--- config.mk ---
export PLATFORM = sky130hd
export DESIGN_NAME = tl_mem_responder
export DESIGN_NICKNAME = d
export VERILOG_FILES = /design/src/common/tl_pkg.sv /design/src/verilog/reset_stretch.sv /design/src/verilog/pma_map.sv /design/src/responder/tl_ad_fsm.sv /design/src/responder/beat_counter.sv /design/src/responder/tl_data_path.sv /design/src/verilog/tl_mem_responder.sv
export SDC_FILE = /design/constraint.sdc
export NUM_CORES = 2
export LEC_CHECK = 0
export ABC_CLOCK_PERIOD_IN_PS = 9000
export BUFFER_PORTS_ARGS = -buffer_cell sky130_fd_sc_hd__buf_2
export CAP_MARGIN = 20
export CORE_ASPECT_RATIO = 1.5
export CORE_UTILIZATION = 25
export CTS_CLUSTER_DIAMETER = 120
export CTS_CLUSTER_SIZE = 8
export DETAILED_ROUTE_END_ITERATION = 16
export HOLD_SLACK_MARGIN = 0.06
export PLACE_DENSITY = 0.45
export SLEW_MARGIN = 20
export SYNTH_ARGS = -nofsm -noshare
export SYNTH_HDL_FRONTEND = slang
export SYNTH_HIERARCHICAL = 1
export SYNTH_SLANG_ARGS = --single-unit
--- constraint.sdc ---
create_clock -name clock -period 9 [get_ports clock]
set_clock_uncertainty 0.05 [all_clocks]
set_input_delay 1.35 -clock clock [delete_from_list [all_inputs] [get_ports clock]]
set_output_delay 1.35 -clock clock [all_outputs]
set_load 0.005 [all_outputs]
--- src/common/tl_pkg.sv ---
`default_nettype none

package tl_pkg;

	localparam int DATA_W   = 32;
	localparam int ADDR_W   = 32;
	localparam int MASK_W   = 4;
	localparam int SIZE_W   = 4; // log2 of transfer bytes
	localparam int SOURCE_W = 1;
	localparam int OPCODE_W = 3;

	// Channel A, TL-UL plus the TL-UH ops answered with an error
	localparam logic [OPCODE_W-1:0] OP_A_PUT_FULL    = 3'd0;
	localparam logic [OPCODE_W-1:0] OP_A_PUT_PARTIAL = 3'd1;
	localparam logic [OPCODE_W-1:0] OP_A_ARITH       = 3'd2;
	localparam logic [OPCODE_W-1:0] OP_A_LOGIC       = 3'd3;
	localparam logic [OPCODE_W-1:0] OP_A_GET         = 3'd4;
	localparam logic [OPCODE_W-1:0] OP_A_INTENT      = 3'd5;

	localparam logic [OPCODE_W-1:0] OP_D_ACK      = 3'd0;
	localparam logic [OPCODE_W-1:0] OP_D_ACK_DATA = 3'd1;

	localparam int BYTES_PER_BEAT = 4;
	localparam int MEM_WORDS      = 64;
	localparam int MEM_INDEX_W    = 6;

	localparam int RESET_HOLD   = 5;
	localparam int RESET_HOLD_W = $clog2(RESET_HOLD + 1);

	// Debug, error device, ROM, CLINT, PLIC, MMIO, DTIM
	localparam int REGION_COUNT = 7;

	localparam logic [ADDR_W-1:0] REGION_BASE [REGION_COUNT] = '{
		32'h0000_0000, 32'h0000_3000, 32'h0001_0000, 32'h0200_0000,
		32'h0c00_0000, 32'h6000_0000, 32'h8000_0000
	};
	localparam logic [ADDR_W-1:0] REGION_LIMIT [REGION_COUNT] = '{ // Exclusive
		32'h0000_1000, 32'h0000_4000, 32'h0002_0000, 32'h0201_0000,
		32'h1000_0000, 32'h8000_0000, 32'h8000_4000
	};
	localparam logic [4:0] REGION_ATTR [REGION_COUNT] = '{ // A R W X C
		5'b11110, 5'b11110, 5'b01010, 5'b11100,
		5'b11100, 5'b01110, 5'b11110
	};

	typedef union packed {
		logic [4:0] word;
		struct packed {
			logic atomic;
			logic readable;
			logic writable;
			logic executable;
			logic cacheable;
		} flags;
	} pma_attr_u;

	localparam pma_attr_u NO_ACCESS = '0;

endpackage

`default_nettype wire

--- src/verilog/reset_stretch.sv ---
`timescale 1ns/100ps
`default_nettype none

module reset_stretch import tl_pkg::*; (
	input  logic clock,
	input  logic reset,
	output logic core_reset
);

	logic [RESET_HOLD_W-1:0] hold_count;

	always_ff @(posedge clock) begin
		if (reset)
			hold_count <= RESET_HOLD_W'(RESET_HOLD);
		else if (hold_count != '0)
			hold_count <= hold_count - 1'b1; // Count down to zero, then stay
	end

	assign core_reset = reset || (hold_count != '0);

	// Reset cycle itself plus the full hold after it
	reset_hold_a: assert property (@(posedge clock)
		reset |-> core_reset [*RESET_HOLD + 1]);

endmodule

`default_nettype wire

--- src/verilog/pma_map.sv ---
`timescale 1ns/100ps
`default_nettype none

module pma_map import tl_pkg::*; (
	input  logic [ADDR_W-1:0] address,
	input  logic [SIZE_W-1:0] size,
	output pma_attr_u         attr
);

	logic [ADDR_W-1:0] len_mask;
	logic [ADDR_W-1:0] last_address;
	pma_attr_u         first_attr;
	pma_attr_u         last_attr;

	// Later table entries win, regions do not overlap anyway
	function automatic pma_attr_u region_lookup(input logic [ADDR_W-1:0] addr);
		pma_attr_u hit;
		hit = NO_ACCESS;
		for (int i = 0; i < REGION_COUNT; i++) begin
			if (addr >= REGION_BASE[i] && addr < REGION_LIMIT[i])
				hit.word = REGION_ATTR[i];
		end
		return hit;
	endfunction

	assign len_mask     = (ADDR_W'(1) << size) - ADDR_W'(1);
	assign last_address = address + len_mask; // Last byte touched

	assign first_attr = region_lookup(address);
	assign last_attr  = region_lookup(last_address);

	always_comb begin
		attr.word = first_attr.word & last_attr.word;

		// Misaligned transfer, executable kept
		if ((address & len_mask) != '0) begin
			attr.flags.atomic    = 1'b0;
			attr.flags.readable  = 1'b0;
			attr.flags.writable  = 1'b0;
			attr.flags.cacheable = 1'b0;
		end
	end

endmodule

`default_nettype wire

--- src/responder/tl_ad_fsm.sv ---
`timescale 1ns/100ps
`default_nettype none

module tl_ad_fsm (
	input  logic clock,
	input  logic core_reset,

	input  logic a_valid,
	output logic a_ready,

	input  logic d_ready,
	output logic d_valid,

	input  logic last_beat,
	output logic accept,
	output logic beat_done
);

	logic busy;     // Idle when low
	logic a_enable; // Opens channel A once out of reset

	assign d_valid   = busy;
	assign beat_done = d_valid && d_ready;

	// Idle, or finishing so the next request is taken in the same cycle
	assign a_ready = a_enable && (!busy || (beat_done && last_beat));
	assign accept  = a_valid && a_ready;

	always_ff @(posedge clock) begin
		if (core_reset) begin
			busy     <= 1'b0;
			a_enable <= 1'b0;
		end else begin
			a_enable <= 1'b1;
			if (accept)
				busy <= 1'b1;
			else if (beat_done && last_beat)
				busy <= 1'b0;
		end
	end

	quiet_in_reset_a: assert property (@(posedge clock)
		(d_valid || a_ready) |-> !core_reset);

endmodule

`default_nettype wire

--- src/responder/beat_counter.sv ---
`timescale 1ns/100ps
`default_nettype none

module beat_counter import tl_pkg::*; (
	input  logic                   clock,
	input  logic                   accept,
	input  logic                   beat_done,
	input  logic [OPCODE_W-1:0]    a_opcode,
	input  logic [SIZE_W-1:0]      a_size,
	output logic [MEM_INDEX_W-1:0] beat_index,
	output logic                   last_beat
);

	logic [MEM_INDEX_W+1:0] byte_count;
	logic [MEM_INDEX_W+1:0] burst_len;  // Bytes in the whole response
	logic [MEM_INDEX_W+1:0] next_count;

	assign next_count = byte_count + (MEM_INDEX_W + 2)'(BYTES_PER_BEAT);
	assign last_beat  = next_count >= burst_len;
	assign beat_index = byte_count[MEM_INDEX_W+1:2]; // Word offset in burst

	always_ff @(posedge clock) begin
		if (accept) begin
			byte_count <= '0;
			if (a_opcode == OP_A_GET)
				burst_len <= (MEM_INDEX_W + 2)'(1) << a_size;
			else
				burst_len <= (MEM_INDEX_W + 2)'(BYTES_PER_BEAT); // Single beat
		end else if (beat_done && !last_beat) begin
			byte_count <= next_count;
		end
	end

	// Catches sizes beyond 64 bytes coming in on channel A
	burst_bytes_a: assert property (@(posedge clock)
		beat_done |-> next_count <= (MEM_INDEX_W + 2)'(64));

endmodule

`default_nettype wire

--- src/responder/tl_data_path.sv ---
`timescale 1ns/100ps
`default_nettype none

module tl_data_path import tl_pkg::*; (
	input  logic                   clock,
	input  logic                   accept,
	input  logic [MEM_INDEX_W-1:0] beat_index,

	input  logic [OPCODE_W-1:0]    a_opcode,
	input  logic [SIZE_W-1:0]      a_size,
	input  logic [SOURCE_W-1:0]    a_source,
	input  logic [ADDR_W-1:0]      a_address,
	input  logic [MASK_W-1:0]      a_mask,
	input  logic [DATA_W-1:0]      a_data,
	input  pma_attr_u              attr,

	output logic [OPCODE_W-1:0]    d_opcode,
	output logic [SIZE_W-1:0]      d_size,
	output logic [SOURCE_W-1:0]    d_source,
	output logic                   d_error,
	output logic [DATA_W-1:0]      d_data
);

	logic [DATA_W-1:0] store [MEM_WORDS];

	// Captured request
	logic [OPCODE_W-1:0]    op_opcode;
	logic [SIZE_W-1:0]      op_size;
	logic [SOURCE_W-1:0]    op_source;
	logic [MEM_INDEX_W-1:0] op_index;
	pma_attr_u              op_attr;

	logic [MEM_INDEX_W-1:0] write_index;
	logic [MEM_INDEX_W-1:0] read_index;
	logic                   is_put;

	assign write_index = a_address[MEM_INDEX_W+1:2];
	assign is_put      = (a_opcode == OP_A_PUT_FULL) || (a_opcode == OP_A_PUT_PARTIAL);
	assign read_index  = op_index + beat_index; // Wraps around the store

	always_ff @(posedge clock) begin
		if (accept) begin
			op_opcode <= a_opcode;
			op_size   <= a_size;
			op_source <= a_source;
			op_index  <= write_index;
			op_attr   <= attr;
		end
	end

	// Puts land in the accept cycle
	always_ff @(posedge clock) begin
		if (accept && is_put && attr.flags.writable) begin
			for (int i = 0; i < MASK_W; i++) begin
				if (a_mask[i])
					store[write_index][8*i +: 8] <= a_data[8*i +: 8];
			end
		end
	end

	assign d_size   = op_size;
	assign d_source = op_source;

	always_comb begin
		d_data = '0;
		case (op_opcode)
			OP_A_GET: begin
				d_opcode = OP_D_ACK_DATA;
				d_error  = !op_attr.flags.readable;
				if (op_attr.flags.readable)
					d_data = store[read_index];
			end
			OP_A_PUT_FULL, OP_A_PUT_PARTIAL: begin
				d_opcode = OP_D_ACK;
				d_error  = !op_attr.flags.writable;
			end
			default: begin // Arithmetic, logical, intent
				d_opcode = OP_D_ACK;
				d_error  = 1'b1;
			end
		endcase
	end

	// No new request and no beat advance means a held beat
	d_hold_a: assert property (@(posedge clock)
		!accept && !$isunknown({op_size, d_data}) ##1 $stable(beat_index)
		|-> $stable({d_opcode, d_size, d_source, d_error, d_data}));

endmodule

`default_nettype wire

--- src/verilog/tl_mem_responder.sv ---
`timescale 1ns/100ps
`default_nettype none

module tl_mem_responder import tl_pkg::*; (
	input  logic                clock,
	input  logic                reset,

	input  logic                a_valid,
	input  logic [OPCODE_W-1:0] a_opcode,
	input  logic [SIZE_W-1:0]   a_size,
	input  logic [SOURCE_W-1:0] a_source,
	input  logic [ADDR_W-1:0]   a_address,
	input  logic [MASK_W-1:0]   a_mask,
	input  logic [DATA_W-1:0]   a_data,
	output logic                a_ready,

	input  logic                d_ready,
	output logic                d_valid,
	output logic [OPCODE_W-1:0] d_opcode,
	output logic [SIZE_W-1:0]   d_size,
	output logic [SOURCE_W-1:0] d_source,
	output logic                d_error,
	output logic [DATA_W-1:0]   d_data
);

	logic                   core_reset;
	logic                   accept;
	logic                   beat_done;
	logic                   last_beat;
	logic [MEM_INDEX_W-1:0] beat_index;
	pma_attr_u              attr; // Live rating of the request on A

	reset_stretch reset_stretch_i (
		.clock      (clock),
		.reset      (reset),
		.core_reset (core_reset)
	);

	pma_map pma_map_i (
		.address (a_address),
		.size    (a_size),
		.attr    (attr)
	);

	tl_ad_fsm tl_ad_fsm_i (
		.clock      (clock),
		.core_reset (core_reset),
		.a_valid    (a_valid),
		.a_ready    (a_ready),
		.d_ready    (d_ready),
		.d_valid    (d_valid),
		.last_beat  (last_beat),
		.accept     (accept),
		.beat_done  (beat_done)
	);

	beat_counter beat_counter_i (
		.clock      (clock),
		.accept     (accept),
		.beat_done  (beat_done),
		.a_opcode   (a_opcode),
		.a_size     (a_size),
		.beat_index (beat_index),
		.last_beat  (last_beat)
	);

	tl_data_path tl_data_path_i (
		.clock      (clock),
		.accept     (accept),
		.beat_index (beat_index),
		.a_opcode   (a_opcode),
		.a_size     (a_size),
		.a_source   (a_source),
		.a_address  (a_address),
		.a_mask     (a_mask),
		.a_data     (a_data),
		.attr       (attr),
		.d_opcode   (d_opcode),
		.d_size     (d_size),
		.d_source   (d_source),
		.d_error    (d_error),
		.d_data     (d_data)
	);

endmodule

`default_nettype wire

# After elaboration in Yosys (flattened, before gate mapping)
# Memory sizes are Yosys's and may differ from the RTL's.
# Cells that the tools add are included.
# op_classes
add_sub_neg	5
n_lt_le_gt_ge	29
eq_ne	4
n_shift	2
mux	34
bitwise_logic	2
reduce_logical	34
# ops
cell	count
< comparator 32 bit (second input constant)	4
>= comparator 32 x 1 -> 1 bit (second input constant)	2
>= comparator 32 x 14 -> 1 bit (second input constant)	2
>= comparator 32 x 17 -> 1 bit (second input constant)	2
>= comparator 32 x 26 -> 1 bit (second input constant)	2
>= comparator 32 x 28 -> 1 bit (second input constant)	2
>= comparator 32 x 31 -> 1 bit (second input constant)	2
>= comparator 32 bit (second input constant)	2
< comparator 32 x 13 -> 1 bit (second input constant)	2
< comparator 32 x 15 -> 1 bit (second input constant)	2
< comparator 32 x 18 -> 1 bit (second input constant)	2
< comparator 32 x 26 -> 1 bit (second input constant)	2
< comparator 32 x 29 -> 1 bit (second input constant)	2
two-way mux 32 bit	2
two-way mux 4 bit	14
adder 32 bit	1
AND 32 bit	1
nonzero test 32 bit	1
left shift 1 x 4 -> 32 bit (first input constant)	1
subtractor 32 x 2 -> 32 bit (second input constant)	1
logical AND 1 bit	21
two-way mux 1 bit	17
adder 8 x 3 -> 8 bit (second input constant)	1
>= comparator 8 bit	1
other kinds (13)	21
# totals
register_bits	39
ramBits	2048
out_inout_bits	43
elab_cells	122
n_memories	1
# mem_list
memory	depth	word_bits	read_ports	rd_clocked_by_memory_dff	wr	line	rtl
tl_data_path_i.store	64	32	1	0	1	tl_data_path.sv:24	logic [DATA_W-1:0] store [MEM_WORDS];

# Longest topological paths before layout
# depth
ltp_word	17
mapped_depth	24

# Cells and area by module
# Netlist, hierarchy kept.
# modules_own_cells
mod	instances	cells_per_inst	area_each_um2	seq_area_each_um2
tl_data_path	1	4024	80546.0	61979.4
pma_map	1	364	2382.3	0.0
beat_counter	1	82	799.5	360.3
reset_stretch	1	17	165.2	60.1
tl_ad_fsm	1	9	87.6	40.0

# Least setup slack after synthesis
# Ideal clock, no wire load.
# synth_timing
path_kind	input -> register
start	input port a_size[2]
end	memory tl_data_path_i.store[10][0], enable pin
setup_time_ns	0.370
t_arrival_ns	6.295
setup_slack_ns	2.285
cell_stages	24
path_cell_list	clkbuf_1 nor3_1 nand2b_1 ha_1 clkbuf_1 nand2b_1 nor2_1 a31oi_1 o22ai_1 ha_1 nand4_1 a2111o_1 o221ai_2 o21a_1 a211oi_1 or4b_4 nor4b_4 o2111ai_1 a31oi_1 nand2_1 nor3_1 nand2_1 clkbuf_1 nor2_1
# synth_lines
item	line	rtl
from (decl)	tl_mem_responder.sv:10	input logic [SIZE_W-1:0] a_size,
to (decl)	tl_data_path.sv:24	

==> results by group <==
STA
  – Period utilisation layout: 80.7%
  – Worst hold slack: 469 ps
  – Maximum achievable frequency: 138 MHz
  – Normalized max-slew margin: 16.6%
  – RSZ-0062 raised after global routing: false
  – Final setup vio count: 0
  – Final slew viol count: 0
  – Final Hold Viols: 0
  – Actual slew at the worst max-slew pin: 1240 ps
  – Setup_tns: 0 ps
  – Fin crit period: 7260 ps

Place
  – Count of input and output buffers: 120
  – Gpl congestion: 0.837
  – Cells after DPL: 9,083
  – Hpwl dp: 165,000 µm
  – Placed cell area: 91,200 µm²

Layout
  – Layout cells sized above 1: 25.4%
  – FF/Latch Area: 62,400 µm²
  – Fin area: 99,100 µm²
  – Layout area overhead: 18.1%
  – Cell Count, Final, Fillers Out: 9,430
  – Final net count: 5,063
  – Fill cells: 32,800
  – Footprint of the multi-input gates: 20,300 µm²

Clock tree
  – Clock slew seen by the registers of the worst setup and hold paths: 50 ps
  – CTS sink count: 2,083
  – Htree depth: 5
  – Total CTS buffers: 302
  – Clock root cell: clkbuf_16
  – Hold buffer count at CTS: 0
  – Post-cts resize count: 0
  – CTS tree: built
  – Post-CTS Setup Bufs: 0
  – Clk buf depth: 4
  – Worst-Skew Late Latency: 860 ps

Global routing
  – Total GRT Usage: 15.2%
  – Vias in the first global route: 46,500
  – First-pass GRT wire length: 365,000 µm
  – Initial antenna violation count: 26
  – Grt total ovfl: 0
  – Largest net degree at the start of global routing: 101

Worst hold path
  – Worst Min Path Start: beat_counter_i/byte_count[7]
  – Worst Hold Endpoint: beat_counter_i/byte_count[7]
  – Hold path depth: 2
  – Worst Hold Class: reg2reg

Route
  – Number of detailed-route iterations in the first pass: 5
  – Via count: 44,100
  – DR WL/cell: 27.6 µm
  – DRC Markers: 0
  – Final wirelength: 260,000 µm
  – Iteration-0 DRC Markers: 3,803
  – Number of vias per cell: 4.67
  – Post-DRT Antenna Nets: 0

Setup path
  – Crit path max-delay family: simple AND/OR/NAND/NOR gates
  – Worst r2r src: beat_counter_i/byte_count[2]
  – Slowest library cell on the worst path: a311oi_1
  – CP max stage delay: 710 ps
  – CP Buf/Inv Count: 3
  – Critical Path AT: 7670 ps
  – Crit Path Max Fanout: 30
  – Setup CP Type: in2reg
  – CP startpoint kind: primary input
  – CP endpoint kind: register
  – Reg2reg end: tl_data_path_i/store[4][31]
  – Req. time, crit path: 9410 ps
  – Most used cell, CP: nor3_1
  – CP cell instances: buf_2 > nor3_1 > nand2b_1 > ha_1 > nand2b_1 > nor2_1 > a31oi_1 > o22ai_1 > ha_1 > a21oi_1 > o21ai_1 > a311oi_1 > nor3_1 > nor3_1 > and4b_1 > o21bai_1 > o2111ai_1 > a31oi_1 > nand2_1 > nor3_1 > buf_4 > nand2_2 > buf_4 > nor2_1
  – R2R Setup Slk: 3490 ps
  – R2R depth: 16
  – Critical path startpoint: a_size[2]

Yosys
  – Mapped Cells: 4,492
  – Syn. warnings: 6
  – Syn avg cell area: 18.7 µm²
  – Post-Syn Area: 84,000 µm²

Die
  – Die area: 338,000 µm²
  – Die Y: 712 µm
  – # IOs: 123
  – Die W: 475 µm
  – Core ar.: 334,000 µm²
  – Row cnt: 260
  – Starting Density: 25.1%

Pwr
  – Pwr Total: 21.3 mW
  – P per Cell Area: 215 nW/µm²
  – Worst vdd ir: 0.129 mV
  – Leak: 31.2 nW

Run
  – Max cap viols: 0

Run status
  – Status: complete, no violations
==> metrics by stage <==
step	utilization (%)	worst slack [ps]
3_3_place_gp	27.3	840
2_1_floorplan	-	2320
5_1_grt	29.7	1320
3_5_place_dp	27.3	1000
4_1_cts	29.7	1840
6_report	29.7	1740
==> how the worst max path moves through the flow <==
| stage | to | slack, ps | depth (start not counted) |
|---|---|---|---|
| global placement | tl_data_path_i/store[51][24] | 840 | 24 |
| floorplan | tl_data_path_i/store[10][0] | 2320 | 24 |
| global route | tl_data_path_i/store[51][28] | 1320 | 24 |
| finish | tl_data_path_i/store[4][31] | 1740 | 24 |
| CTS | d_data[22] | 1840 | 11 |
| detailed placement | tl_data_path_i/store[4][31] | 1000 | 24 |
==> final cells by class <==
class	count	area share, %
clock buffers	318	7.86
repair buffers	385	2.78
inverters	30	0.114
multi-input cells	2131	20.4
clock inverters	13	0.163
well taps	4454	5.62
flip-flops and latches	2083	63.0
diodes	16	0.0404
==> layer usage <==
metal	vias up	share of wire [%]	wire (µm)	track usage, %
li1	18800	-	-	-
met1	23500	38	98000	17.6
met2	1351	53	137000	27.3
met3	406	4.8	12600	2.29
met4	12	5.0	12900	7.11
met5	-	0.031	80	0
==> worst register-to-register path, stage by stage (launching register included) <==
cell	delay (ps)
dfxtp_1	490
nand3_2	160
or2_4	280
xnor2_1	140
ha_1	320
nand4_1	100
a21oi_1	650
or2_2	250
a21boi_2	70
nor2b_2	100
buf_4	410
nand2_1	110
nor3_1	170
buf_4	180
nand2_2	550
buf_4	470
nor2_1	610
==> report_power, final <==
group / switching (mW) / internal [mW]
Combinational: 0.448 / 0.186
Sequential: 0.00219 / 10.7
Clock: 3.97 / 6.04
==> placed cells by master (no fill, tap or decap), types with 68 or more instances in the layout <==
cell type / instances
edfxtp_1: 2072
nand2_1: 543
mux4_2: 512
clkbuf_16: 310
nor2_1: 301
buf_4: 254
a21oi_1: 174
buf_2: 118
and2_1: 70
a211oi_1: 68
==> registers in the layout (all words and copies together) (netlist names), 2 cells and up <==
| register | cells |
|---|---|
| beat_counter_i/byte_count | 6 |
| tl_data_path_i/store | 2048 |
| reset_stretch_i/hold_count | 3 |
| tl_data_path_i/op_attr | 2 |
| tl_data_path_i/op_opcode | 3 |
| tl_data_path_i/op_index | 6 |
| tl_data_path_i/d_size | 4 |
| beat_counter_i/burst_len | 8 |
Note: power is estimated with default switching activity, not from simulation.
